[src/verilog/mipsPkg.sv]
package mipsPkg;

   //////////////////////////////////////////////////
   // Sizes
   //////////////////////////////////////////////////
   localparam int dataWidth    = 32;
   localparam int imemDepth    = 64;
   localparam int dmemDepth    = 64;
   localparam int memAddrWidth = 6;

   // Primary opcodes
   localparam logic [5:0] opRType = 6'h00;
   localparam logic [5:0] opAddiu = 6'h09;
   localparam logic [5:0] opLw    = 6'h23;
   localparam logic [5:0] opSw    = 6'h2b;
   localparam logic [5:0] opBeq   = 6'h04;

   // R-type function codes
   localparam logic [5:0] fnAddu = 6'h21;
   localparam logic [5:0] fnSubu = 6'h23;
   localparam logic [5:0] fnAnd  = 6'h24;
   localparam logic [5:0] fnOr   = 6'h25;
   localparam logic [5:0] fnSlt  = 6'h2a;

   // Operand source selects for the forwarding muxes
   localparam logic [1:0] fwdSrcReg = 2'b00;
   localparam logic [1:0] fwdSrcMem = 2'b01;
   localparam logic [1:0] fwdSrcWb  = 2'b10;

   typedef enum logic [2:0] {
      aluAdd = 3'd0,
      aluSub = 3'd1,
      aluAnd = 3'd2,
      aluOr  = 3'd3,
      aluSlt = 3'd4
   } aluOpT;

   //////////////////////////////////////////////////
   // Control and stage payloads
   //////////////////////////////////////////////////
   typedef struct packed {
      logic  regWrite;
      logic  memRead;
      logic  memWrite;
      logic  memToReg;
      logic  aluSrcImm;
      logic  regDstRd;
      logic  isBranch;
      aluOpT aluOp;
   } ctrlT;

   typedef struct packed {
      logic [dataWidth-1:0] pcPlus4;
      logic [dataWidth-1:0] instr;
   } ifIdT;

   typedef struct packed {
      ctrlT                 ctrl;
      logic [dataWidth-1:0] pcPlus4;
      logic [dataWidth-1:0] rsVal;
      logic [dataWidth-1:0] rtVal;
      logic [dataWidth-1:0] imm;
      logic [4:0]           rs;
      logic [4:0]           rt;
      logic [4:0]           rd;
   } idExT;

   typedef struct packed {
      ctrlT                 ctrl;
      logic [dataWidth-1:0] aluResult;
      logic [dataWidth-1:0] storeData;
      logic [4:0]           destReg;
   } exMemT;

   typedef struct packed {
      logic                 regWrite;
      logic                 memToReg;
      logic [dataWidth-1:0] aluResult;
      logic [dataWidth-1:0] loadData;
      logic [4:0]           destReg;
   } memWbT;

endpackage

[src/verilog/pipeReg.sv]
`timescale 1ns/1ps

module pipeReg import mipsPkg::*; #(
   parameter type payloadT = ifIdT
) (
   input  logic    Clk,
   input  logic    rstN,
   input  logic    stall,
   input  logic    flush,
   input  payloadT d,
   output payloadT q
);

   // Zero payload is a bubble, flush wins over stall
   always_ff @(posedge Clk) begin
      if (!rstN || flush) begin
         q <= '0;
      end else if (!stall) begin
         q <= d;
      end
   end

endmodule

[config.mk]
export PLATFORM = sky130hd
export DESIGN_NAME = pipeReg
export DESIGN_NICKNAME = d
export VERILOG_FILES = /design/src/verilog/mipsPkg.sv /design/src/verilog/pipeReg.sv
export SDC_FILE = /design/constraint.sdc
export NUM_CORES = 1
export LEC_CHECK = 0
export BUFFER_PORTS_ARGS = -buffer_cell sky130_fd_sc_hd__buf_2
export CAP_MARGIN = 20
export CORE_MARGIN = 2
export CORE_UTILIZATION = 36
export DETAILED_ROUTE_END_ITERATION = 7
export GPL_TIMING_DRIVEN = 0
export HOLD_SLACK_MARGIN = 0.06
export PLACE_DENSITY_LB_ADDON = 0.2
export SLEW_MARGIN = 25
export SYNTH_ARGS = -nofsm -noshare
export SYNTH_HDL_FRONTEND = slang
export SYNTH_SLANG_ARGS = --single-unit
[constraint.sdc]
create_clock -name Clk -period 0.8 [get_ports Clk]
set_input_delay 0.16 -clock Clk [delete_from_list [all_inputs] [get_ports Clk]]
set_output_delay 0.16 -clock Clk [all_outputs]
set_load 0.02 [all_outputs]
== After elaboration in Yosys (flattened, before gate mapping) ==
Index checks and enable logic that the tools add are counted.
Cells by class
  reduce and logical (&&, ||, !) cells: 2
Operator list (count)
  logical NOT 1 bit: 1
  logical OR 1 bit: 1
Word-level totals
  bits in registers: 64
  input port bits: 68
  output and inout port bits: 64
  logic and storage cells: 4

== Depth between registers and ports, before layout ==
  depth in word-level cells: 2
  mapped depth: 4
  mapped depth without buffers: 2

== Worst setup path before layout ==
No wires, ideal clock.
  path kind: input port to flip-flop
  start: in stall
  end: reg q[0] in the netlist's numbering
  setup time: 0.117 ns
  arrival: 0.686 ns
  data required time: 0.683 ns
  setup slack: -0.004 ns
  stages on the path: 4
  buffers on the path: 2
  cell sequence: buf_6 -> buf_8 -> mux2i_1 -> nor2_1
RTL lines
  start: declaration: line pipeReg.sv:8  | input logic stall,
  end signal: assignment: line pipeReg.sv:17  | q <= '0;
  end signal: assignment: line pipeReg.sv:19  | q <= d;
  end: declaration: line pipeReg.sv:11  | output payloadT q

== Final worst setup path ==
  start: reg q[6] in the netlist's numbering
  end: out q[6] in the netlist's numbering
No word-level cell between the ends.

==> run summary <==
Status: finished, violations left
Failing checks: setup timing
Lkg Pwr: 2.003 nW
TritonCTS clock tree: built
Synth Area in Adders: 0%
Mapped Area: 2305 um2
DRC violations left: 0
Worst reg2reg setup slack: 0.05 ns
Sequential-to-total area share from yosys stat: 55.59%
Vias in the first global route: 2159
# diodes: 0
Clock latency on the worst-skew pair: 0.33 ns
Reg with most FFs: q
Synth warnings: 0
Dpl hpwl: 3.625 mm
Initial Utilization: 36.72%
Core area: 6277 um2
DRT Pass-1 Iters: 4
Post-synth top area cell: dfxtp_1
Worst path bufs/invs: 1
Largest net degree at the start of global routing: 11
Setup total negative slack: -8.484 ns
Max-slew headroom: 84.79%
Delay-heaviest family, CP: flip-flops
Syn_nets: 275
Root buf cell: clkbuf_8
Pre-CTS setup slack: -0.2452 ns
Starting DRT DRC Count: 44
Commonest non-fill, non-tap cell in the layout: buf_2
Synth top area share: 55.59%
Fin crit period: 0.9487 ns
Initial antenna violation count: 0
Routed WL: 5.819 mm
Clk slew on worst S/H paths: 0.07 ns
Vias per std cell: 4.430
HP Class: in -> reg
Commonest cells after routing, fill and taps aside: buf_2 (67), mux2i_1 (64), nor2_1 (64), buf_6 (64), dfxtp_2 (64)
Fraction of final layout cells sized beyond drive strength 1: 58.22%
Rows: 29
Top flop regs: q: 64 flops
Die Span Y: 84.01 um
Placed insts: 414
RSZ-0062 raised after global routing: true
Crit-path cells: buf_6
PD cells: 1814 nW/um2
Synth Area in Simple Gates: 10.69%
ANT nets after route: 0
Max reg flops: 64
Fin nets: 446
Category of the most critical setup path: reg -> out
Clock Sinks: 64
CTS H-Tree Depth: 3
Mux share of post-synthesis cell area: 27.80%
Gr usage total: 17.38%
Mapped Cells: 207
Full die area: 7058 um2
Crit start category: flip-flop
Worst setup EP type: primary output
Max-cap violations: 0
Final Hold Vio Count: 0
Xor/xnor share of the synthesized area: 0%
Main combinational cell family by area after synthesis: multiplexers
Die X: 84.01 um
Wire per inst: 12.65 um
Io pins: 132
Final worst path period share: 118.6%
WP data arrival: 0.79 ns
Largest cells by area after synthesis: dfxtp_1 (56%), mux2i_1 (28%), nor2_1 (10%)
Syn Area/Cell: 11.13 um2
Overall Power: 7.384 mW
GRT Residual Overflow: 0
Buffers added on ports: 130
Skew final: 0 ns
Number of setup violations in the final report: 65
Req. time, crit path: 0.64 ns
Slew at the pin closest to its max-slew limit: 0.2282 ns
CTS Buf Count: 9
Setup WS post-layout: -0.1487 ns
Slew Limit Fails: 0
Fmax: 1054 MHz
Fin util: 64.86%
Synth Area in Compound Gates: 0%
Finished Layout Cells: 460
Routability cong.: 0.6739
Worst path max stage delay: 0.34 ns
Yosys reg bits: 64
P&R area growth vs syn: 76.66%
Cell variety after synth: 8
Max clock buf depth: 2
First-pass GRT wire length: 9.729 mm
Total number of vias: 2038
Slowest cell on the critical path: dfxtp_2
Worst VDD drop: 0.8668 mV
CP Max Fanout: 2
-- per-stage QoR --
stage,hold slack (ns),instance area [um2]
6_report,0.06791,4071
5_1_grt,0.06018,4071
4_1_cts,0.06026,4051
3_5_place_dp,0.3973,3055
3_3_place_gp,0.3884,3055
2_1_floorplan,0.3039,2308
-- cells in the mapped netlist --
master / n
buf_6: 1
dfxtp_1: 64
nor2_1: 64
mux2i_1: 64
clkbuf_2: 1
buf_2: 6
nand2b_1: 1
buf_8: 6
-- power breakdown --
group	switching, mW	internal (mW)	total (mW)
logic	0.455	0.617	1.07
registers	0.0725	3.31	3.39
clock network	1.15	1.78	2.93
total	1.68	5.71	7.38
-- final timing paths --
kind,start,to,cells after the start
min reg2reg,q[9]$_SDFFE_PP0N_,q[9]$_SDFFE_PP0N_,2
max reg2reg,q[53]$_SDFFE_PP0N_,q[53]$_SDFFE_PP0N_,3
min,d[0],q[0]$_SDFFE_PP0N_,3
max,q[6]$_SDFFE_PP0N_,q[6],1
-- cells by family (layout without fill, tap and decap cells) --
| kind of cell | Yosys count | in the layout |
|---|---|---|
| simple gates | 65 | 65 |
| mux | 64 | 64 |
| flops | 64 | 64 |
| buf+inv | 14 | 190 |
-- area by class of cell --
class	count	area, um2
Buffer	14	140.1
Clock buffer	14	182.7
Clock inverter	2	35.03
Fill cell	514	2206
Multi-Input combinational cell	129	887.1
Sequential cell	64	1361
Tap cell	77	96.34
Timing Repair Buffer	160	1369
-- metal layers --
metal  vias up  part of all wire (%)  GRT usage [%]
met3        12                   7.8          5.737
met5         -                     0              0
met1       909                    41          19.22
met2        95                    49          30.04
li1       1022                     -              -
met4         0                   2.1          8.065
-- timing repair --
| action | 4_1_cts | 5_1_grt |
|---|---|---|
| endpoints found under the hold margin | 29 | 1 |
| gates resized for setup | 192 | 2 |
| pin swaps | 0 | 6 |
| hold buffers | 29 | 1 |
| cloned | 0 | 0 |
| endpoints found under the setup margin | 64 | 72 |
| setup buffers | 1 | 4 |
Power figures use the tool's default switching activity.
