**config.mk**
```make
export PLATFORM = sky130hd
export DESIGN_NAME = dataMemory
export DESIGN_NICKNAME = d
export VERILOG_FILES = /design/src/verilog/mipsPkg.sv /design/src/verilog/dataMemory.sv
export SDC_FILE = /design/constraint.sdc
export NUM_CORES = 2
export LEC_CHECK = 0
export ABC_AREA = 1
export BUFFER_PORTS_ARGS = -buffer_cell sky130_fd_sc_hd__buf_4
export CAP_MARGIN = 20
export CORE_ASPECT_RATIO = 1.2
export CORE_UTILIZATION = 25
export CTS_CLUSTER_DIAMETER = 100
export CTS_CLUSTER_SIZE = 10
export DETAILED_ROUTE_END_ITERATION = 6
export PLACE_DENSITY = 0.44
export REMOVE_ABC_BUFFERS = 1
export SYNTH_ARGS = -nofsm -noshare
export SYNTH_HDL_FRONTEND = slang
export SYNTH_SLANG_ARGS = --single-unit
```
**constraint.sdc**
```tcl
create_clock -name Clk -period 11.49 [get_ports Clk]
set_clock_uncertainty 0.15 [all_clocks]
set_input_delay 2.298 -clock Clk [delete_from_list [all_inputs] [get_ports Clk]]
set_output_delay 2.298 -clock Clk [all_outputs]
set_load 0.02 [all_outputs]
```
**src/verilog/mipsPkg.sv**
```systemverilog
package mipsPkg;

   //////////////////////////////////////////////////
   // Sizes
   //////////////////////////////////////////////////
   localparam int dataWidth    = 32;
   localparam int imemDepth    = 64;
   localparam int dmemDepth    = 64;
   localparam int memAddrWidth = 6;

   // Primary opcodes
   localparam logic [5:0] opRType = 6'h00;
   localparam logic [5:0] opAddiu = 6'h09;
   localparam logic [5:0] opLw    = 6'h23;
   localparam logic [5:0] opSw    = 6'h2b;
   localparam logic [5:0] opBeq   = 6'h04;

   // R-type function codes
   localparam logic [5:0] fnAddu = 6'h21;
   localparam logic [5:0] fnSubu = 6'h23;
   localparam logic [5:0] fnAnd  = 6'h24;
   localparam logic [5:0] fnOr   = 6'h25;
   localparam logic [5:0] fnSlt  = 6'h2a;

   // Operand source selects for the forwarding muxes
   localparam logic [1:0] fwdSrcReg = 2'b00;
   localparam logic [1:0] fwdSrcMem = 2'b01;
   localparam logic [1:0] fwdSrcWb  = 2'b10;

   typedef enum logic [2:0] {
      aluAdd = 3'd0,
      aluSub = 3'd1,
      aluAnd = 3'd2,
      aluOr  = 3'd3,
      aluSlt = 3'd4
   } aluOpT;

   //////////////////////////////////////////////////
   // Control and stage payloads
   //////////////////////////////////////////////////
   typedef struct packed {
      logic  regWrite;
      logic  memRead;
      logic  memWrite;
      logic  memToReg;
      logic  aluSrcImm;
      logic  regDstRd;
      logic  isBranch;
      aluOpT aluOp;
   } ctrlT;

   typedef struct packed {
      logic [dataWidth-1:0] pcPlus4;
      logic [dataWidth-1:0] instr;
   } ifIdT;

   typedef struct packed {
      ctrlT                 ctrl;
      logic [dataWidth-1:0] pcPlus4;
      logic [dataWidth-1:0] rsVal;
      logic [dataWidth-1:0] rtVal;
      logic [dataWidth-1:0] imm;
      logic [4:0]           rs;
      logic [4:0]           rt;
      logic [4:0]           rd;
   } idExT;

   typedef struct packed {
      ctrlT                 ctrl;
      logic [dataWidth-1:0] aluResult;
      logic [dataWidth-1:0] storeData;
      logic [4:0]           destReg;
   } exMemT;

   typedef struct packed {
      logic                 regWrite;
      logic                 memToReg;
      logic [dataWidth-1:0] aluResult;
      logic [dataWidth-1:0] loadData;
      logic [4:0]           destReg;
   } memWbT;

endpackage

```
**src/verilog/dataMemory.sv**
```systemverilog
`timescale 1ns/1ps

module dataMemory import mipsPkg::*; (
   input  logic                    Clk,
   input  logic                    wrEn,
   input  logic [memAddrWidth-1:0] addr,
   input  logic [dataWidth-1:0]    wrData,
   output logic [dataWidth-1:0]    rdData
);

   logic [dataWidth-1:0] mem [dmemDepth];

   // Word stores only
   always_ff @(posedge Clk) begin
      if (wrEn) begin
         mem[addr] <= wrData;
      end
   end

   // Asynchronous read
   assign rdData = mem[addr];

endmodule

```
# Yosys cells after proc, flatten, opt, wreduce, memory -nomap -nowiden
# Memories as Yosys holds them, arrays and structs flattened.
# Cells that the tools add are included.
[op_classes]
n_mux = 2
reduce_logical = 0
bitwise_logic = 0
add_sub_neg = 0
shifts = 0
n_lt_le_gt_ge = 0
n_mul = 0
div_mod_pow = 0
eq_ne = 0
[ops]
columns = ["op", "n"]
rows = [
  ["two-way mux 1 bit", 2],
]
[totals]
regBits = 0
elab_cells = 3
input_bits = 40
rom_bits = 0
output_inout_bits = 32
n_memories = 1
latchBits = 0
ram_bits = 2048
[mem_list]
columns = ["name", "words", "width", "rd", "rd_clocked_by_memory_dff", "wr", "line", "rtl"]
rows = [
  ["mem", 64, 32, 1, 0, 1, "dataMemory.sv:11", "logic [dataWidth-1:0] mem [dmemDepth];"],
]

# Longest topological paths before layout
[depth]
depth_word = 2
depth_mapped = 15
depth_no_buf = 11

# Least setup slack after synthesis
# Ideal clock, no wire load.
[synth_path]
kind = "input-to-reg"
from = "input port addr[0]"
to = "memory mem[41][0], enable pin"
arrival_time_ns = 6.081
stages = 6
slack_ns = 4.757
cell_sequence = "buf_4 inv_2 buf_6 buf_4 buf_2 nor4_1"
[synth_rtl]
columns = ["item", "line", "rtl"]
rows = [
  ["start: declaration", "dataMemory.sv:6", "input logic [memAddrWidth-1:0] addr,"],
  ["end: declaration", "dataMemory.sv:11", ""],
]
# Straight into the memory's write port.

# Worst setup path after layout
[layout_path]
from = "input port addr[0]"
to = "output port rdData[13]"
[layout_via]
elab_chain_len = 1
[layout_lines]
columns = ["item", "line", "rtl"]
rows = [
  ["memory read (64 x 32 bit)", "-", ""],
  ["end: declaration", "dataMemory.sv:8", "output logic [dataWidth-1:0] rdData"],
]
# Every way passes these cells.

==> out/qor.csv <==
metric,value,unit
outcome,"finished, final reports clean",
rsz0062_at_grt,false,
critPathSlowestCell,buf_4,
grt_max_degree,187,
synth_edf_count,2048,
dieArea,346000,um^2
cellPowerDensity,160,nW/um^2
cts_hold_repair.buffers,0,
cts.path.max_buffers,4,
relSlewSlack,0.173,
worstPathMaxFanout,113,
synthDistinctLibCells,20,
slowest_delay,0.76,ns
synth_ff_type,edfxtp_1,
cts_tree,built,
grt_pass1_vias,56230,
drive_gt1_frac,0.0612,
synth_seq_area_share,0.716,
tightest_slew,1.24,ns
slew_violations,0,
async_reset_ff_frac,0,
hold_viol,0,
min-delay-path-class,input port to flop,
numPortBuffers,71,
synthCells,8408,
clkSlewWorstSetupHoldPaths,0.06,ns
ys_top_cells_by_count,"5,728 x nand2_1, 2,048 x edfxtp_1, 244 x buf_2",
cpMostUsedCell,nand2_1,
min_period,8.58,ns
drt-wirelength-per-cell,22.6,um
synthesis.area,85900,um^2
required,9.04,ns
root_buffer,clkbuf_16,
routed_via_density,4.42,
die_y,644,um
htreeDepth,4,
coreArea,342000,um^2
grt_first_pass_wirelength,416000,um
core.rowCount,235,
dr.pass1.iters,5,
area_growth_syn_to_layout,13.7,%
cp.arrival,6.13,ns
io_pins,72,
fin_nets,8446,
maxCapViolations,0,
die_w,537,um
gp_congestion,0.766,
peakVddDrop,0.109,mV
initial_utilization,0.251,
fmax,117,MHz
ant_nets,0,
grt_util_all_layers,0.167,
final_area,97600,um^2
min_period_over_period,0.747,
hold_ws,1.82,ns
cts_buffers,231,
ys.warnings.count,0,
leakage,39.4,nW
worstPathCellList,buf_8 -> inv_8 -> buf_4 -> buf_4 -> nand2_1 -> nand2_1 -> nand2_1 -> nand2_1 -> nand2_1 -> nand2_1 -> nand2_1 -> nand2_1 -> nor2_1 -> nand2_1 -> buf_4,
crit_path_end_kind,output port,
reg_top3,mem x2048,
synthMostInstantiatedCell,nand2_1,
totalWireLength,292000,um
drc,0,
synth_seq_cells,2048,
place_area,91700,um^2
fillCellCount,35436,
netlist.area_leader.share,0.716,
drt-initial-drc-count,4353,
cts_setup_buffers,0,
syn_area_per_cell,10.2,um^2
synthTopCellsByArea,"edfxtp_1 72%, nand2_1 25%, buf_2 1.4%",
cts_resized,0,
cts.sinks,2048,
largest_reg_flops,2048,
critPathTopFamily,buffers and inverters,
dp_hpwl,150000,um
worstSetupPathType,input port to output port,
setup_viol,0,
largest-register,mem,
antenna_found_initial,21,
num_vias,57072,
critPathLaunchType,input port,
total_power,0.0157,W
grt_remaining_overflow,0,
synth.largest_area_cell,edfxtp_1,
path_buf_inv,5,
utilization,0.286,
## area by class of cell
cell class	instances	area, um^2	area share
Antenna cell	9	22.5	0.000231
Clock inverter	4	56.3	0.000577
Tap cell	4503	5630	0.0577
Timing Repair Buffer	187	1650	0.0169
Multi-Input combinational cell	5908	22800	0.234
Clock buffer	233	5830	0.0597
Inverter	30	135	0.00138
Sequential cell	2048	61500	0.630
## worst paths after layout
path,startpoint,endpoint,slack [ns],depth (start not counted)
max,addr[0],rdData[13],2.91,15
min,wrData[29],mem[60][29]$_DFFE_PP_,1.82,1
## per-stage QoR
step                setup slack [ns]  setup TNS (ns)  std cells
detailed placement              2.87               0      12676
CTS                             2.86               0      12913
global placement                2.83               0      12676
finish                          2.91               0      12922
global route                    2.73               0      12917
floorplan                      -4.70        -2644.79       7986
## power by group
group          internal [W]  total, W  switching (W)
clock network       0.00355   0.00636        0.00281
registers           0.00828   0.00829      0.0000105
logic              0.000227   0.00102       0.000795
total                0.0121    0.0157        0.00361
## kinds of logic (layout without fill, tap and decap cells)
kind of cell	count (synthesis)	count (layout)	share of synthesized area
AND/OR/NAND/NOR	5896	5896	0.259
flip-flops	2048	2048	0.716
AO/OA/AOI/OAI	12	12	0.000845
buffers and inverters	452	454	0.0241
other	0	9	0
## metal layers
layer	vias to the layer above	track usage	part of all wire	routed length (um)
li1	27017	-	-	-
met1	28360	0.208	0.42	122000
met2	1279	0.296	0.50	147000
met3	412	0.0186	0.045	13100
met4	4	0.0552	0.033	9690
met5	-	0	0.000068	20
## placed cells by master, fill, tap and decap left out, drive strengths merged
master and count:
inv 33, nand4 2, o21ai 7, buf 187, nand3 13, edfxtp 2048, clkbuf 233, o211ai 5
or2 6, nand2 5728, bufinv 1, nor3 8, diode 9, nor2 137, nor4 2
No activity file was read; power rests on OpenSTA's default activity.
