## src/verilog/mipsPkg.sv

```systemverilog
package mipsPkg;

   //////////////////////////////////////////////////
   // Sizes
   //////////////////////////////////////////////////
   localparam int dataWidth    = 32;
   localparam int imemDepth    = 64;
   localparam int dmemDepth    = 64;
   localparam int memAddrWidth = 6;

   // Primary opcodes
   localparam logic [5:0] opRType = 6'h00;
   localparam logic [5:0] opAddiu = 6'h09;
   localparam logic [5:0] opLw    = 6'h23;
   localparam logic [5:0] opSw    = 6'h2b;
   localparam logic [5:0] opBeq   = 6'h04;

   // R-type function codes
   localparam logic [5:0] fnAddu = 6'h21;
   localparam logic [5:0] fnSubu = 6'h23;
   localparam logic [5:0] fnAnd  = 6'h24;
   localparam logic [5:0] fnOr   = 6'h25;
   localparam logic [5:0] fnSlt  = 6'h2a;

   // Operand source selects for the forwarding muxes
   localparam logic [1:0] fwdSrcReg = 2'b00;
   localparam logic [1:0] fwdSrcMem = 2'b01;
   localparam logic [1:0] fwdSrcWb  = 2'b10;

   typedef enum logic [2:0] {
      aluAdd = 3'd0,
      aluSub = 3'd1,
      aluAnd = 3'd2,
      aluOr  = 3'd3,
      aluSlt = 3'd4
   } aluOpT;

   //////////////////////////////////////////////////
   // Control and stage payloads
   //////////////////////////////////////////////////
   typedef struct packed {
      logic  regWrite;
      logic  memRead;
      logic  memWrite;
      logic  memToReg;
      logic  aluSrcImm;
      logic  regDstRd;
      logic  isBranch;
      aluOpT aluOp;
   } ctrlT;

   typedef struct packed {
      logic [dataWidth-1:0] pcPlus4;
      logic [dataWidth-1:0] instr;
   } ifIdT;

   typedef struct packed {
      ctrlT                 ctrl;
      logic [dataWidth-1:0] pcPlus4;
      logic [dataWidth-1:0] rsVal;
      logic [dataWidth-1:0] rtVal;
      logic [dataWidth-1:0] imm;
      logic [4:0]           rs;
      logic [4:0]           rt;
      logic [4:0]           rd;
   } idExT;

   typedef struct packed {
      ctrlT                 ctrl;
      logic [dataWidth-1:0] aluResult;
      logic [dataWidth-1:0] storeData;
      logic [4:0]           destReg;
   } exMemT;

   typedef struct packed {
      logic                 regWrite;
      logic                 memToReg;
      logic [dataWidth-1:0] aluResult;
      logic [dataWidth-1:0] loadData;
      logic [4:0]           destReg;
   } memWbT;

endpackage

```

## src/verilog/alu.sv

```systemverilog
`timescale 1ns/1ps

module alu import mipsPkg::*; (
   input  aluOpT                op,
   input  logic [dataWidth-1:0] a,
   input  logic [dataWidth-1:0] b,
   output logic [dataWidth-1:0] result
);

   logic lessThan;

   // Signed compare for slt
   assign lessThan = $signed(a) < $signed(b);

   always_comb begin
      unique case (op)
         aluAdd: result = a + b;
         aluSub: result = a - b;
         aluAnd: result = a & b;
         aluOr:  result = a | b;
         aluSlt: result = {{(dataWidth-1){1'b0}}, lessThan};
         default: result = '0;
      endcase
   end

endmodule

```

## config.mk

```make
export PLATFORM = sky130hd
export DESIGN_NAME = alu
export DESIGN_NICKNAME = d
export VERILOG_FILES = /design/src/verilog/mipsPkg.sv /design/src/verilog/alu.sv
export SDC_FILE = /design/constraint.sdc
export NUM_CORES = 1
export LEC_CHECK = 0
export BUFFER_PORTS_ARGS = -buffer_cell sky130_fd_sc_hd__buf_2
export CORE_MARGIN = 2
export CORE_UTILIZATION = 40
export DETAILED_ROUTE_END_ITERATION = 8
export PLACE_DENSITY_LB_ADDON = 0.25
export SLEW_MARGIN = 5
export SYNTH_ARGS = -nofsm -noshare
export SYNTH_HDL_FRONTEND = slang
export SYNTH_SLANG_ARGS = --single-unit
```

## constraint.sdc

```tcl
create_clock -name vclk -period 6.7
set_clock_uncertainty 0.1 [all_clocks]
set_input_delay 0.335 -clock vclk [all_inputs]
set_output_delay 0.335 -clock vclk [all_outputs]
set_load 0.05 [all_outputs]
```

Yosys cells after proc, flatten, opt, wreduce, memory -nomap -nowiden
Cells that the tools add are included.
W data, S select, Z words.
- add/subtract/negate cells: 2
- multiply operators: 0
- div/mod/pow operators: 0
- $lt $le $gt $ge: 1
- equality and inequality tests: 4
- shifts and indexed selects: 0
- mux-type cells: 1
- bitwise logic cells: 2
- reduce and logical (&&, ||, !) cells: 1
- operators with widths (cell ; number):
    $pmux W32 S5 ; 1
    $add A32 B32 Y32 ; 1
    $and A32 B32 Y32 ; 1
    $lt A32 B32 Y1 ; 1
    $or A32 B32 Y32 ; 1
    $sub A32 B32 Y32 ; 1
    $eq A3 B2 Y1 const B ; 2
    $eq A3 B1 Y1 const B ; 1
    $eq A3 B3 Y1 const B ; 1
    $logic_not A3 Y1 ; 1
- bits in registers: 0
- latch bits: 0
- bits in writable memories: 0
- bits in read-only memories: 0
- input bits: 67
- output and inout bits: 32
- word-level logic and storage cells: 11
- memories: 0

Longest topological paths before layout
- depth after elaboration: 2
- depth in mapped cells: 12
- depth with buffers taken out: 12

Worst setup path after synthesis
OpenSTA, ideal clock, no wires.
- path type: input to output
- start: input a[9]
- end: output result[23]
- arrival: 3.419 ns
- required time: 6.265 ns
- slack: 2.846 ns
- cell stages on the path: 12
- buffers on the path: 1
- path through: inv_1 -> ha_1 -> buf_6 -> or4_4 -> nor2_1 -> nor2_1 -> o221a_2 -> o211a_1 -> o21bai_1 -> a22oi_1 -> xnor2_1 -> a211oi_1
- cells in the longest elaborated chain, start to end: 2
- elaborated cells between the ends (all ways): 3
- classes of those cells: add/sub (2); mux (1)
- ends and longest elaborated chain (item ; RTL line ; RTL):
    start: declaration ; alu.sv:5 ; input logic [dataWidth-1:0] a,
    $sub A32 B32 Y32 or $add A32 B32 Y32 (tied branches) ; alu.sv:18, alu.sv:17 ;
    $pmux W32 S5 (*) ; alu.sv:16 ; unique case (op)
    end: declaration ; alu.sv:7 ; output logic [dataWidth-1:0] result
Every way passes the cells marked *; elsewhere a longest branch is shown, timed or not.

Final worst setup path
- start: input a[16]
- end: output result[30]
The elaborated chain is that of the path after synthesis.

==> metrics.md <==
| Metric | Value |
|---|---|
| Status | finished clean |
| Synthesized net count | 917 |
| Global route hottest layer | met2 |
| Crit path DAT | 3580 ps |
| DR iter-0 viols | 286 |
| Number of global-route vias before repair | 4,878 |
| Ys Warns | 0 |
| Seq_cells | 0 |
| Final critical-path required period | 4010 ps |
| DR vias | 5,306 |
| Fmax | 249 MHz |
| Max-cap violations | 0 |
| Finish-stage setup viols | 0 |
| FP Rows | 40 |
| Worst Tran Pin Value | 880 ps |
| GR met3 Demand/Resource | 0.797% |
| PD cells | 93.6 mW/mm² |
| Vias/cell | 5.60 |
| Storage cell area | 0 µm² |
| Worst min path class | in -> out |
| Area leader, netlist | ha_1 |
| Pin count of the biggest net entering global routing | 90 |
| Initial Utilization | 40.5% |
| Synth top area share | 27.3% |
| NumNets Final | 976 |
| CP Launch Type | input port |
| FILL cells | 1,324 |
| Worst slew margin | 41.3% |
| Io pins | 99 |
| First-pass GRT wire length | 23.1 mm |
| Non-filler cells, final | 947 |
| Post-CTS Resized | 0 |
| Post-route DRC violation count | 0 |
| Slew Limit Fails | 0 |
| Hold_buf cts | 0 |
| Final ANT Viol Nets | 0 |
| Total routed wirelength | 13.9 mm |
| CLK BUF | 0 |
| Syn-to-layout area delta | 10.5% |
| Cells after DPL | 947 |
| Period utilization | 59.9% |
| GPL Wtd Cong | 0.887 |
| Initial antenna violation count | 0 |
| Die area | 0.0129 mm² |
| Setup TNS Final | 0 ps |
| Core ar. | 0.0119 mm² |
| Post-Syn Area | 0.00482 mm² |
| Setup CP Type | in -> out |
| Die Ht | 114 µm |
| Hold path depth | 4 |
| Layout cells sized above 1 | 13.8% |
| GRT Resource Usage Total | 20.9% |
| Drt pass-1 iters | 4 |
| # diodes | 0 |
| Post-layout util | 44.7% |
| M2 GR Usage | 36.5% |
| RSZ-0062 raised after global routing | false |
| IO buf count | 99 |
| Worst path required time | 6260 ps |
| Maximum fanout along the worst path | 13 |
| Met1 global-route usage | 29.7% |
| Synthesized instance count | 743 |
| WL/cell | 14.7 µm |
| Syn avg cell area | 6.49 µm² |
| Die W | 114 µm |
| Synth area leaders | ha_1, a21oi_1, inv_1 |
| Library cells used by synthesis | 66 |
| Final Hold Violating Endpoints | 0 |
| Crit end category | output port |
| Lkg Pwr | 2.74 nW |
| Post-CTS Setup Inserts | 0 |
| Total gr overflow | 0 |
| DP Wirelength | 11.0 mm |
| Sequential share of the synthesized area | 0% |
| Maximum VDD drop | 0.0407 mV |
report_power, final:
part           leakage, nW  internal [W]  total, W  switching [W]
clock network            0             0         0              0
registers                0             0         0              0
logic                 2.74      0.000173  0.000499       0.000326
path summary, 6_finish.rpt:
check                 start    endpoint  slack [ps]
worst max-delay path  a[16]  result[30]        2690
worst min-delay path  op[0]  result[27]        1230
synth_stat cells, types with 3 or more instances:
cell type,number
o211a_1,3
a211oi_1,22
xor2_1,6
o22ai_1,7
o21bai_1,16
nand2_1,51
a21o_1,20
and2_1,3
ha_1,105
nor2b_1,14
and3_1,3
nor3_1,16
or3_1,10
nand2b_1,8
clkbuf_1,28
mux2i_1,5
a31oi_1,12
o21ai_0,41
buf_1,7
inv_1,91
a311o_1,3
nor2_1,83
xnor2_1,16
or2_2,3
o211ai_1,13
o31ai_1,6
buf_2,5
o21a_1,4
a21oi_1,69
nand4_1,6
a22oi_1,3
nand3_1,12
a2111oi_0,3
o21ai_1,5
worst max-delay path, cell delays in order:
cell and delay (ps):
buf_2 110, inv_1 50, ha_1 440, or3_1 460
o21a_1 180, a31oi_1 260, o41ai_1 160, o31ai_2 410
and2_1 240, o211ai_1 150, mux2_1 370, o211a_1 210
buf_2 210
routing by layer:
layer | vias up | share of wire, %
li1 | 2726 | -
met1 | 2411 | 47
met2 | 157 | 47
met3 | 12 | 5.5
met4 | 0 | 0.93
met5 | - | 0
placed cells by master (no fill, tap or decap), types with 12 or more instances in the layout:
cell      instances
o21ai_0          41
nand2_1          51
o211ai_1         13
nor3_1           16
nor2_1           83
a31oi_1          12
nand3_1          12
inv_1            91
ha_1            105
nor2b_1          14
a21oi_1          69
o21bai_1         16
a21o_1           20
buf_2            99
xnor2_1          16
a211oi_1         22
cell families after synthesis:
family,Yosys count,synth area share [%]
compound gates,254,34.6
xor+xnor,22,4.00
fa+ha+maj,107,28.1
buf+inv,135,10.9
mux,7,1.51
simple gates,218,20.9
metrics by stage:
| step | cell area (µm²) | setup WS, ps | power [W] | hold WS, ps |
|---|---|---|---|---|
| floorplan | 4820 | 2850 | 0.000374 | 1070 |
| finish | 5330 | 2690 | 0.000499 | 1230 |
| global placement | 5330 | 2840 | 0.000495 | 1240 |
| detailed placement | 5330 | 2750 | 0.000493 | 1240 |
| global route | 5330 | 2520 | 0.000549 | 1290 |
| CTS | 5330 | 2740 | 0.000496 | 1240 |
layout make-up:
type	instances	area [µm²]	share of cell area, %
Tap cell	147	184	3.45
Inverter	92	345	6.48
Multi-Input combinational cell	608	4300	80.6
Timing Repair Buffer	100	503	9.44
Note: power is estimated with default switching activity, not from simulation.
