$ cat src/verilog/mipsPkg.sv
package mipsPkg;

   //////////////////////////////////////////////////
   // Sizes
   //////////////////////////////////////////////////
   localparam int dataWidth    = 32;
   localparam int imemDepth    = 64;
   localparam int dmemDepth    = 64;
   localparam int memAddrWidth = 6;

   // Primary opcodes
   localparam logic [5:0] opRType = 6'h00;
   localparam logic [5:0] opAddiu = 6'h09;
   localparam logic [5:0] opLw    = 6'h23;
   localparam logic [5:0] opSw    = 6'h2b;
   localparam logic [5:0] opBeq   = 6'h04;

   // R-type function codes
   localparam logic [5:0] fnAddu = 6'h21;
   localparam logic [5:0] fnSubu = 6'h23;
   localparam logic [5:0] fnAnd  = 6'h24;
   localparam logic [5:0] fnOr   = 6'h25;
   localparam logic [5:0] fnSlt  = 6'h2a;

   // Operand source selects for the forwarding muxes
   localparam logic [1:0] fwdSrcReg = 2'b00;
   localparam logic [1:0] fwdSrcMem = 2'b01;
   localparam logic [1:0] fwdSrcWb  = 2'b10;

   typedef enum logic [2:0] {
      aluAdd = 3'd0,
      aluSub = 3'd1,
      aluAnd = 3'd2,
      aluOr  = 3'd3,
      aluSlt = 3'd4
   } aluOpT;

   //////////////////////////////////////////////////
   // Control and stage payloads
   //////////////////////////////////////////////////
   typedef struct packed {
      logic  regWrite;
      logic  memRead;
      logic  memWrite;
      logic  memToReg;
      logic  aluSrcImm;
      logic  regDstRd;
      logic  isBranch;
      aluOpT aluOp;
   } ctrlT;

   typedef struct packed {
      logic [dataWidth-1:0] pcPlus4;
      logic [dataWidth-1:0] instr;
   } ifIdT;

   typedef struct packed {
      ctrlT                 ctrl;
      logic [dataWidth-1:0] pcPlus4;
      logic [dataWidth-1:0] rsVal;
      logic [dataWidth-1:0] rtVal;
      logic [dataWidth-1:0] imm;
      logic [4:0]           rs;
      logic [4:0]           rt;
      logic [4:0]           rd;
   } idExT;

   typedef struct packed {
      ctrlT                 ctrl;
      logic [dataWidth-1:0] aluResult;
      logic [dataWidth-1:0] storeData;
      logic [4:0]           destReg;
   } exMemT;

   typedef struct packed {
      logic                 regWrite;
      logic                 memToReg;
      logic [dataWidth-1:0] aluResult;
      logic [dataWidth-1:0] loadData;
      logic [4:0]           destReg;
   } memWbT;

endpackage

$ cat src/verilog/decodeUnit.sv
`timescale 1ns/1ps

module decodeUnit import mipsPkg::*; (
   input  logic [dataWidth-1:0] instr,
   output ctrlT                 ctrl,
   output logic [dataWidth-1:0] imm
);

   logic [5:0] opcode;
   logic [5:0] funct;

   assign opcode = instr[31:26];
   assign funct  = instr[5:0];
   assign imm    = {{16{instr[15]}}, instr[15:0]};

   // Anything not listed stays a bubble, the zero word included
   always_comb begin
      ctrl = '0;
      unique case (opcode)
         opRType: begin
            ctrl.regWrite = 1'b1;
            ctrl.regDstRd = 1'b1;
            case (funct)
               fnAddu: ctrl.aluOp = aluAdd;
               fnSubu: ctrl.aluOp = aluSub;
               fnAnd:  ctrl.aluOp = aluAnd;
               fnOr:   ctrl.aluOp = aluOr;
               fnSlt:  ctrl.aluOp = aluSlt;
               default: ctrl = '0;
            endcase
         end
         opAddiu: begin
            ctrl.regWrite  = 1'b1;
            ctrl.aluSrcImm = 1'b1;
         end
         opLw: begin
            ctrl.regWrite  = 1'b1;
            ctrl.memRead   = 1'b1;
            ctrl.memToReg  = 1'b1;
            ctrl.aluSrcImm = 1'b1;
         end
         opSw: begin
            ctrl.memWrite  = 1'b1;
            ctrl.aluSrcImm = 1'b1;
         end
         opBeq: begin
            ctrl.isBranch = 1'b1;
            ctrl.aluOp    = aluSub;
         end
         default: ctrl = '0;
      endcase
   end

endmodule

$ cat config.mk
export PLATFORM = sky130hd
export DESIGN_NAME = decodeUnit
export DESIGN_NICKNAME = d
export VERILOG_FILES = /design/src/verilog/mipsPkg.sv /design/src/verilog/decodeUnit.sv
export SDC_FILE = /design/constraint.sdc
export NUM_CORES = 1
export LEC_CHECK = 0
export BUFFER_PORTS_ARGS = -buffer_cell sky130_fd_sc_hd__buf_4
export CORE_MARGIN = 4
export CORE_UTILIZATION = 30
export DETAILED_ROUTE_END_ITERATION = 10
export PLACE_DENSITY = 0.87
export SLEW_MARGIN = 20
export SYNTH_ARGS = -nofsm -noshare
export SYNTH_HDL_FRONTEND = slang
export SYNTH_SLANG_ARGS = --single-unit
export TNS_END_PERCENT = 5
$ cat constraint.sdc
create_clock -name vclk -period 2.4
set_input_delay 0.6 -clock vclk [all_inputs]
set_output_delay 0.6 -clock vclk [all_outputs]
set_load 0.02 [all_outputs]
# Yosys cells after proc, flatten, opt, wreduce, memory -nomap -nowiden

Index checks and enable logic that the tools add are counted.

Output and inout bits: 42
Logic and storage cells: 22
Input port bits: 32
Register bits after elaboration: 0

Multiplexer cells: 9
Reduce and logical (&&, ||, !) cells: 4
Equality and inequality tests: 9

Operators by type and width:

| cell                                                                  | count |
|---|---|
| 6-bit equality test, second input constant                            | 7 |
| 3-bit case mux with 4 select lines                                    | 1 |
| 1-bit case mux with 2 select lines                                    | 5 |
| 4-bit case mux with 2 select lines                                    | 1 |
| 7-bit 2-to-1 mux                                                      | 1 |
| 6-bit by 3-bit equality test with 1-bit output, second input constant | 1 |
| 6-bit by 4-bit equality test with 1-bit output, second input constant | 1 |
| 6-bit zero test                                                       | 1 |
| 5-bit OR reduction                                                    | 1 |
| 3-bit OR reduction                                                    | 1 |
| 2-bit OR reduction                                                    | 1 |
| 1-bit 2-to-1 mux                                                      | 1 |

# Logic depth before layout (Yosys ltp)

Depth after elaboration: 4
Gate-level depth with buffers: 4

# Least setup slack after synthesis

No wires, ideal clock.

Path kind: input -> output
From: input instr[29]
To: output ctrl[2] (netlist bit)
Cell stages on the path: 3
Slack: 327 ps
Required time: 1800 ps
Data arrival time: 1473 ps
Path through: nor3_2 -> nand3_1 -> nor3_1

RTL lines:

| element            | line            | text |
|---|---|---|
| start: declaration | decodeUnit.sv:4 | `input logic [dataWidth-1:0] instr,` |
| end: declaration   | decodeUnit.sv:5 | `output ctrlT ctrl,` |

==> results.py <==
metrics = {
    "layout": {
        "final_common_cell": "buf_4",
        "drive_above_1_share_pct": 61.1,
        "final_cell_mix": "buf_4 (28), nor2_1 (4)",
        "nets": 88,
        "seq_cell_count": 0,
        "register_area_um2": 0,
        "syn_to_final_growth_pct": -4.31,
        "clock_buffers": 0,
        "diodes": 0,
    },
    "pwr": {
        "power_density_nw_per_um2": 137,
        "p_leak_nw": 0.211,
        "p_int_mw": 0.0294,
        "switching_share_pct": 48.3,
        "switching_power_mw": 0.0275,
        "sequentialPowerShare_pct": 0,
        "combPwrFrac_pct": 100.0,
        "clock_power_share_pct": 0,
        "peakVddDrop_mv": 0.0432,
    },
    "sta": {
        "relSlewSlack_pct": 79.1,
        "setup_tns_ns": 0,
        "period_share_pct": 88.7,
        "max_clock_freq_mhz": 470,
        "slew_violations": 0,
        "tightest_slew_ns": 0.313,
        "timing.final.ws_setup_ns": 0.271,
        "hold_viol": 0,
        "fin_crit_ns": 2.13,
        "setup_viol": 0,
        "rsz0062_at_grt": "false",
    },
    "clocking": {
        "cts_resized": 0,
        "holdBufCountCts": 0,
        "postCtsSetupBuffers": 0,
    },
    "synthesis": {
        "ys_types": 20,
        "synth_area_um2": 435,
        "ys_warn_count": 0,
        "syn_avg_cell_area_um2": 7.38,
        "synthCells": 59,
        "synth_seq_area_share_pct": 0,
        "synth_nets": 91,
    },
    "global_routing": {
        "busiest_layer": "met2",
        "grtUsageMet1_pct": 8.05,
        "use_met2_pct": 13.5,
        "antenna_found_initial": 0,
        "gr-usage-all-layers_pct": 7.42,
        "first_global_vias": 329,
        "grtUsageMet3_pct": 2.34,
        "grt_max_degree": 18,
        "overflow": 0,
        "grt_pass1_wl_mm": 1.27,
    },
    "routing": {
        "post_drt_wl_per_cell_um": 11.9,
        "drc": 0,
        "wl_um": 823,
        "via_per_inst": 4.46,
        "firstDrtPassIters": 1,
        "drtAntennaViolNets": 0,
        "drt_iter0_drc": 0,
        "via_count": 308,
    },
    "die": {
        "die_h_um": 46.1,
        "io_pins": 74,
        "die_area_um2": 2120,
        "core-area_um2": 1330,
        "die_w_um": 46.1,
        "start_util_pct": 32.6,
        "rows": 13,
    },
    "setup_path": {
        "worstPathCellList": "buf_4 > or3b_1 > o211a_1 > o21ai_2 > buf_4",
        "critPathLaunchType": "input port",
        "crit_path_end_kind": "output pin",
        "crit_type": "in -> out",
        "path_max_fanout": 4,
        "crit_path_top_delay_cell": "or3b_1",
        "max_stage_delay_ns": 0.39,
        "crit_top_cell": "buf_4",
        "cp.required_ns": 1.80,
        "worstPathArrival_ns": 1.53,
    },
    "place": {
        "dp_hpwl_um": 718,
        "portBuffers": 28,
        "post-place-ws_ns": 0.270,
        "gp_congestion": 0.697,
    },
    "run_status": {
        "status": "complete, no violations",
    },
    "run": {
        "maxCapViolations": 0,
    },
    "min_path": {
        "hp-class": "in -> out",
    },
}
Yosys cell counts, drive strengths merged:
master / instances / share of area [%]
and2: 1 / 1.4
nand3b: 1 / 1.7
nor3b: 3 / 6.3
nand2: 1 / 0.86
a21oi: 1 / 1.1
or3b: 2 / 4.0
and3: 2 / 2.9
o211a: 1 / 2.3
and3b: 2 / 4.3
o21a: 1 / 1.7
nor4bb: 1 / 2.3
nor2: 4 / 3.4
xor2: 1 / 2.0
nand3: 1 / 1.1
buf: 33 / 57
nor3: 2 / 3.4
o21ai: 2 / 4.0
critical path, delay by kind of cell:
kind	cells	cell delay, ns
buf+inv	2	0.27
simple gates	1	0.39
compound gates	2	0.27
cell families (layout without fill, tap and decap cells):
group / count (synthesis) / in the layout / synth area share (%)
AO/OA/AOI/OAI: 5 / 5 / 9.20
AND/OR/NAND/NOR: 20 / 20 / 31.9
buffers and inverters: 33 / 28 / 56.9
XOR/XNOR: 1 / 1 / 2.01
worst paths after layout:
kind,from,endpoint,slack (ns),cells past startpoint
setup / recovery,instr[1],ctrl[9],0.27,5
hold / removal,instr[12],imm[12],1.20,0
metrics by stage:
stage                     utilization [%]  cell area (µm²)  hold slack (ns)  power [mW]  instances
after CTS                            31.2              417             1.20      0.0575         69
after global placement               31.2              417             1.20      0.0559         69
after floorplan                         -              435             1.29      0.0939         59
after global routing                 31.2              417             1.20      0.0616         69
after detailed placement             31.2              417             1.20      0.0573         69
final                                31.2              417             1.20      0.0569         69
layer usage:
layer / up-vias / part of all wire [%]
met1: 130 / 33
met2: 23 / 48
li1: 155 / -
met3: 0 / 20
met4: 0 / 0
met5: - / 0
area by class of cell:
class	instances	area [µm²]
Multi-Input combinational cell	26	188
Timing Repair Buffer	28	210
Fill cell	158	917
Tap cell	15	18.8
power by group through the flow:
stage	Combinational (mW)	Clock [mW]	Sequential, mW
floorplan	0.0939	0	0
global placement	0.0559	0	0
detailed placement	0.0573	0	0
CTS	0.0575	0	0
global route	0.0616	0	0
finish	0.0569	0	0
Note: power is estimated with default switching activity, not from simulation.
