==> config.mk <==
export PLATFORM = sky130hd
export DESIGN_NAME = hazardUnit
export DESIGN_NICKNAME = d
export VERILOG_FILES = /design/src/verilog/mipsPkg.sv /design/src/verilog/hazardUnit.sv
export SDC_FILE = /design/constraint.sdc
export NUM_CORES = 1
export LEC_CHECK = 0
export BUFFER_PORTS_ARGS = -buffer_cell sky130_fd_sc_hd__clkbuf_2
export CORE_AREA = 5 5 144 146
export DETAILED_ROUTE_END_ITERATION = 6
export DIE_AREA = 0 0 149 151
export SLEW_MARGIN = 10
export SYNTH_ARGS = -nofsm -noshare
export SYNTH_HDL_FRONTEND = slang
export SYNTH_SLANG_ARGS = --single-unit
==> constraint.sdc <==
create_clock -name vclk -period 2.3
set_input_delay 0.23 -clock vclk [all_inputs]
set_output_delay 0.23 -clock vclk [all_outputs]
set_load 0.02 [all_outputs]
==> src/verilog/mipsPkg.sv <==
package mipsPkg;

   //////////////////////////////////////////////////
   // Sizes
   //////////////////////////////////////////////////
   localparam int dataWidth    = 32;
   localparam int imemDepth    = 64;
   localparam int dmemDepth    = 64;
   localparam int memAddrWidth = 6;

   // Primary opcodes
   localparam logic [5:0] opRType = 6'h00;
   localparam logic [5:0] opAddiu = 6'h09;
   localparam logic [5:0] opLw    = 6'h23;
   localparam logic [5:0] opSw    = 6'h2b;
   localparam logic [5:0] opBeq   = 6'h04;

   // R-type function codes
   localparam logic [5:0] fnAddu = 6'h21;
   localparam logic [5:0] fnSubu = 6'h23;
   localparam logic [5:0] fnAnd  = 6'h24;
   localparam logic [5:0] fnOr   = 6'h25;
   localparam logic [5:0] fnSlt  = 6'h2a;

   // Operand source selects for the forwarding muxes
   localparam logic [1:0] fwdSrcReg = 2'b00;
   localparam logic [1:0] fwdSrcMem = 2'b01;
   localparam logic [1:0] fwdSrcWb  = 2'b10;

   typedef enum logic [2:0] {
      aluAdd = 3'd0,
      aluSub = 3'd1,
      aluAnd = 3'd2,
      aluOr  = 3'd3,
      aluSlt = 3'd4
   } aluOpT;

   //////////////////////////////////////////////////
   // Control and stage payloads
   //////////////////////////////////////////////////
   typedef struct packed {
      logic  regWrite;
      logic  memRead;
      logic  memWrite;
      logic  memToReg;
      logic  aluSrcImm;
      logic  regDstRd;
      logic  isBranch;
      aluOpT aluOp;
   } ctrlT;

   typedef struct packed {
      logic [dataWidth-1:0] pcPlus4;
      logic [dataWidth-1:0] instr;
   } ifIdT;

   typedef struct packed {
      ctrlT                 ctrl;
      logic [dataWidth-1:0] pcPlus4;
      logic [dataWidth-1:0] rsVal;
      logic [dataWidth-1:0] rtVal;
      logic [dataWidth-1:0] imm;
      logic [4:0]           rs;
      logic [4:0]           rt;
      logic [4:0]           rd;
   } idExT;

   typedef struct packed {
      ctrlT                 ctrl;
      logic [dataWidth-1:0] aluResult;
      logic [dataWidth-1:0] storeData;
      logic [4:0]           destReg;
   } exMemT;

   typedef struct packed {
      logic                 regWrite;
      logic                 memToReg;
      logic [dataWidth-1:0] aluResult;
      logic [dataWidth-1:0] loadData;
      logic [4:0]           destReg;
   } memWbT;

endpackage

==> src/verilog/hazardUnit.sv <==
`timescale 1ns/1ps

module hazardUnit import mipsPkg::*; (
   input  ifIdT       ifId,
   input  idExT       idEx,
   input  exMemT      exMem,
   input  memWbT      memWb,
   input  logic       operandsEqual,
   output logic       pcStall,
   output logic       ifIdStall,
   output logic       ifIdFlush,
   output logic       idExFlush,
   output logic       branchTaken,
   output logic [1:0] fwdA,
   output logic [1:0] fwdB
);

   logic loadUse;

   // Memory stage is younger, so it takes priority
   function automatic logic [1:0] fwdSel(input logic [4:0] src, input exMemT mem,
                                         input memWbT wb);
      if (mem.ctrl.regWrite && mem.destReg != 5'd0 && mem.destReg == src) begin
         return fwdSrcMem;
      end
      if (wb.regWrite && wb.destReg != 5'd0 && wb.destReg == src) begin
         return fwdSrcWb;
      end
      return fwdSrcReg;
   endfunction

   //////////////////////////////////////////////////
   // Stall and flush
   //////////////////////////////////////////////////
   // Load in execute feeding the instruction in decode
   assign loadUse = idEx.ctrl.memRead &&
                    (idEx.rt == ifId.instr[25:21] || idEx.rt == ifId.instr[20:16]);

   assign branchTaken = idEx.ctrl.isBranch && operandsEqual;

   assign pcStall   = loadUse;
   assign ifIdStall = loadUse;
   // Two younger instructions are dropped on a taken branch
   assign ifIdFlush = branchTaken;
   assign idExFlush = loadUse || branchTaken;

   //////////////////////////////////////////////////
   // Forwarding
   //////////////////////////////////////////////////
   always_comb begin
      fwdA = fwdSel(idEx.rs, exMem, memWb);
      fwdB = fwdSel(idEx.rt, exMem, memWb);
   end

endmodule

# After elaboration in Yosys (flattened, before gate mapping)
# Index checks and enable logic that the tools add are counted.
# word_totals
reg_bits	0
in_bits	368
output_inout_bits	9
elab_cells	32
# classes
n_eq_ne	6
muxes	14
n_reduce_logical	12
# op_table
op	count
== test 5 bit	6
two-way mux 2 bit	8
nonzero test 5 bit	2
logical AND 1 bit	8
two-way mux 1 bit	6
logical OR 1 bit	2

# Depth between registers and ports, before layout
# logic_depth
word_depth	7
ltp_mapped	4
depth_no_buf	4

# Worst setup path before layout
# OpenSTA, ideal clock, no wires.
# synth_timing
path_kind	input -> output
from	input exMem[1] (netlist bit)
to	output fwdA[1]
arrival_ns	1.546
t_required_ns	2.070
path_slack_ns	0.524
cell_stages	4
path_buffers	0
path_cell_list	or4_4 > o21ai_4 > nor4_2 > nor4_2
# synth_between
elab_chain_len	5
elab_cells_between_ends	6
cone_classes	eq/ne (1); mux (2); reduce/logical (3)
# synth_rtl
item	line_no	source
from (decl)	hazardUnit.sv:6	input exMemT exMem,
nonzero test 5 bit	hazardUnit.sv:23	if (mem.ctrl.regWrite && mem.destReg != 5'd0 && mem.destReg == src) begin
logical AND 1 bit	hazardUnit.sv:23	
logical AND 1 bit (*)	hazardUnit.sv:23	
two-way mux 1 bit (*)	hazardUnit.sv:23	
two-way mux 2 bit (*)	hazardUnit.sv:26	if (wb.regWrite && wb.destReg != 5'd0 && wb.destReg == src) begin
to (decl)	hazardUnit.sv:14	output logic [1:0] fwdA,
# Mark *: on every way between the ends. The rest lies on a longest branch, timed or not.

# Worst setup path in the final report
# layout_timing
from	input exMem[1] (netlist bit)
to	output fwdB[1]
# layout_between
elab_chain_len	5
elab_cells_between_ends	6
cone_classes	eq/ne (1); mux (2); reduce/logical (3)
# layout_rtl
item	line_no	source
nonzero test 5 bit	hazardUnit.sv:23	
logical AND 1 bit	hazardUnit.sv:23	
logical AND 1 bit (*)	hazardUnit.sv:23	
two-way mux 1 bit (*)	hazardUnit.sv:23	
two-way mux 2 bit (*)	hazardUnit.sv:26	
to (decl)	hazardUnit.sv:15	output logic [1:0] fwdB
# Marks and branches as above.

==> impl_results.md <==
- Worst slew margin: 63.5%
- Status: completed
- Clock buf count: 0
- Diodes inserted: 0
- Leak: 0.307 nW
- Maxcap violations: 0
- Syn avg cell area: 8.46 sq um
- Synth area leader: xnor2_1
- Number of routed nets with antenna violations: 0
- Hold_buf cts: 0
- Synthesized area: 432 sq um
- Total global routing overflow: 0
- Gr usage total: 1.93%
- Required time of the worst setup path: 2.07 ns
- Starting DRC count in detailed routing: 3
- Port bufs: 44
- Core Box Area: 19300 sq um
- Hold Path Depth: 4
- RSZ-0062 raised after global routing: false
- HPWL after DPL: 2.37 mm
- Worst Path Class, Setup: in -> out
- Sequential cells: 0
- Worst Path Arrival: 1.72 ns
- GPL Wtd Cong: 0.643
- Final wirelength: 2.45 mm
- Most area-consuming cells after synthesis: xnor2_1 32%, xor2_1 28%, nor4_2 12%
- Vias/cell: 1.47
- Hold Crit Class: in -> out
- First-pass GRT wire length: 3.24 mm
- Final setup TNS: 0 ns
- Register Area: 0 sq um
- Die footprint: 22500 sq um
- Worst slew pin tran: 0.548 ns
- Yosys warning total: 0
- Row cnt: 51
- Worst Hold End: fwdA[0]
- Library cells used by synthesis: 14
- PostCTS Resize Cnt: 0
- Pwr dens: 131 nW/um^2
- Layout overhead on the synthesized area: 124%
- Starting Density: 2.24%
- Initial antenna violation count: 1
- Largest net degree at the start of global routing: 5
- Die Y: 151 um
- Mapped Cells: 51
- Vias: 528
- Top-area cell type share of the netlist area: 32.5%
- Hold Fails Final Rpt: 0
- Vias in the first global route: 530
- Slew Limit Fails: 0
- DP Worst Slack: 0.317 ns
- Register area share after synthesis: 0%
- Final setup margin: 0.349 ns
- CP endpoint kind: output pin
- Chip width: 149 um
- Post-CTS Setup Inserts: 0
- Crit path time final: 1.95 ns
- Max VDD drop: 0.0000176 V
- Crit path launch type: input port
- # DRC: 0
- Share of post-route cells with drive strength above 1: 53.8%
- Synth Net Count: 419
- Util after Layout: 5.03%
- FMAX: 0.512 GHz
- Layout net count: 463
- WL per Instance: 6.84 um
- I/O Pins: 377
- Hold Startpoint: exMem[78]
- Fin crit share: 84.8%
- Critical path peak fanout: 3
- Final-report setup violation count: 0
- Pre-antenna DRT Iters: 2
## metal layers
layer | vias to the layer above | wire length [um] | track usage, % | share of wire (%)
met2 | 21 | 1250 | 3.60 | 51
met4 | 2 | 4 | 0 | 0.16
li1 | 261 | - | - | -
met1 | 242 | 865 | 2.15 | 35
met5 | - | 7 | 0 | 0.29
met3 | 2 | 326 | 0.898 | 13
## critical path: stages
cell and delay (ns):
clkbuf_2 0.12, or4_4 0.55, o21ai_4 0.16, nor4_2 0.08
nor4_2 0.33, clkbuf_2 0.24
## per-stage QoR
stage | area [sq um] | power (mW) | hold slack [ns] | cells
3_3_place_gp | 968 | 0.128 | 0.834 | 358
3_5_place_dp | 968 | 0.130 | 0.834 | 358
2_1_floorplan | 432 | 0.0644 | 0.584 | 51
5_1_grt | 968 | 0.139 | 0.847 | 358
6_report | 968 | 0.127 | 0.831 | 358
4_1_cts | 968 | 0.130 | 0.835 | 358
## final cells by class
class | count | area (sq um)
timing repair buffer | 44 | 220
tap | 265 | 332
multi-input combinational | 49 | 417
fill | 2329 | 18300
## cell usage after synthesis
library cell	number
or4_1	3
o21ai_1	1
xor2_1	14
xnor2_1	16
nand3_1	2
o21ai_4	1
or2_1	1
nand4_1	2
or4_4	1
and2_1	1
o22ai_1	1
nor4_2	4
buf_4	2
nand2_1	2
## where the power goes
part	switching (mW)	internal [mW]	leakage (nW)	total, mW
Clock	0	0	0	0
Combinational	0.0669	0.0599	0.307	0.127
Sequential	0	0	0	0
## placed cells by master, fill, tap and decap left out, drive strengths merged
cell type and count:
xnor2 16, clkbuf 44, or4 4, nor4 4, nand3 2, o21ai 2, nand2 2, and2 1
nand4 2, xor2 14, o22ai 1, or2 1
## kinds of logic (layout without fill, tap and decap cells)
| family | after synthesis | after routing | synth area share (%) |
|---|---|---|---|
| xor gates and xnor gates | 30 | 30 | 60.9 |
| and+or+nand+nor | 16 | 16 | 29.3 |
| buffers and inverters | 2 | 44 | 3.48 |
| AOI/OAI and AO/OA | 3 | 3 | 6.38 |
## worst max-delay path by stage
| stage | start | to | slack (ns) | cells after the start |
|---|---|---|---|---|
| after floorplan | exMem[1] | fwdA[1] | 0.52 | 4 |
| after CTS | exMem[1] | fwdB[1] | 0.32 | 6 |
| after global placement | exMem[1] | fwdB[1] | 0.30 | 6 |
| after global routing | exMem[1] | fwdB[1] | 0.26 | 6 |
| final | exMem[1] | fwdB[1] | 0.35 | 6 |
| after detailed placement | exMem[1] | fwdB[1] | 0.32 | 6 |
Power figures use the tool's default switching activity.
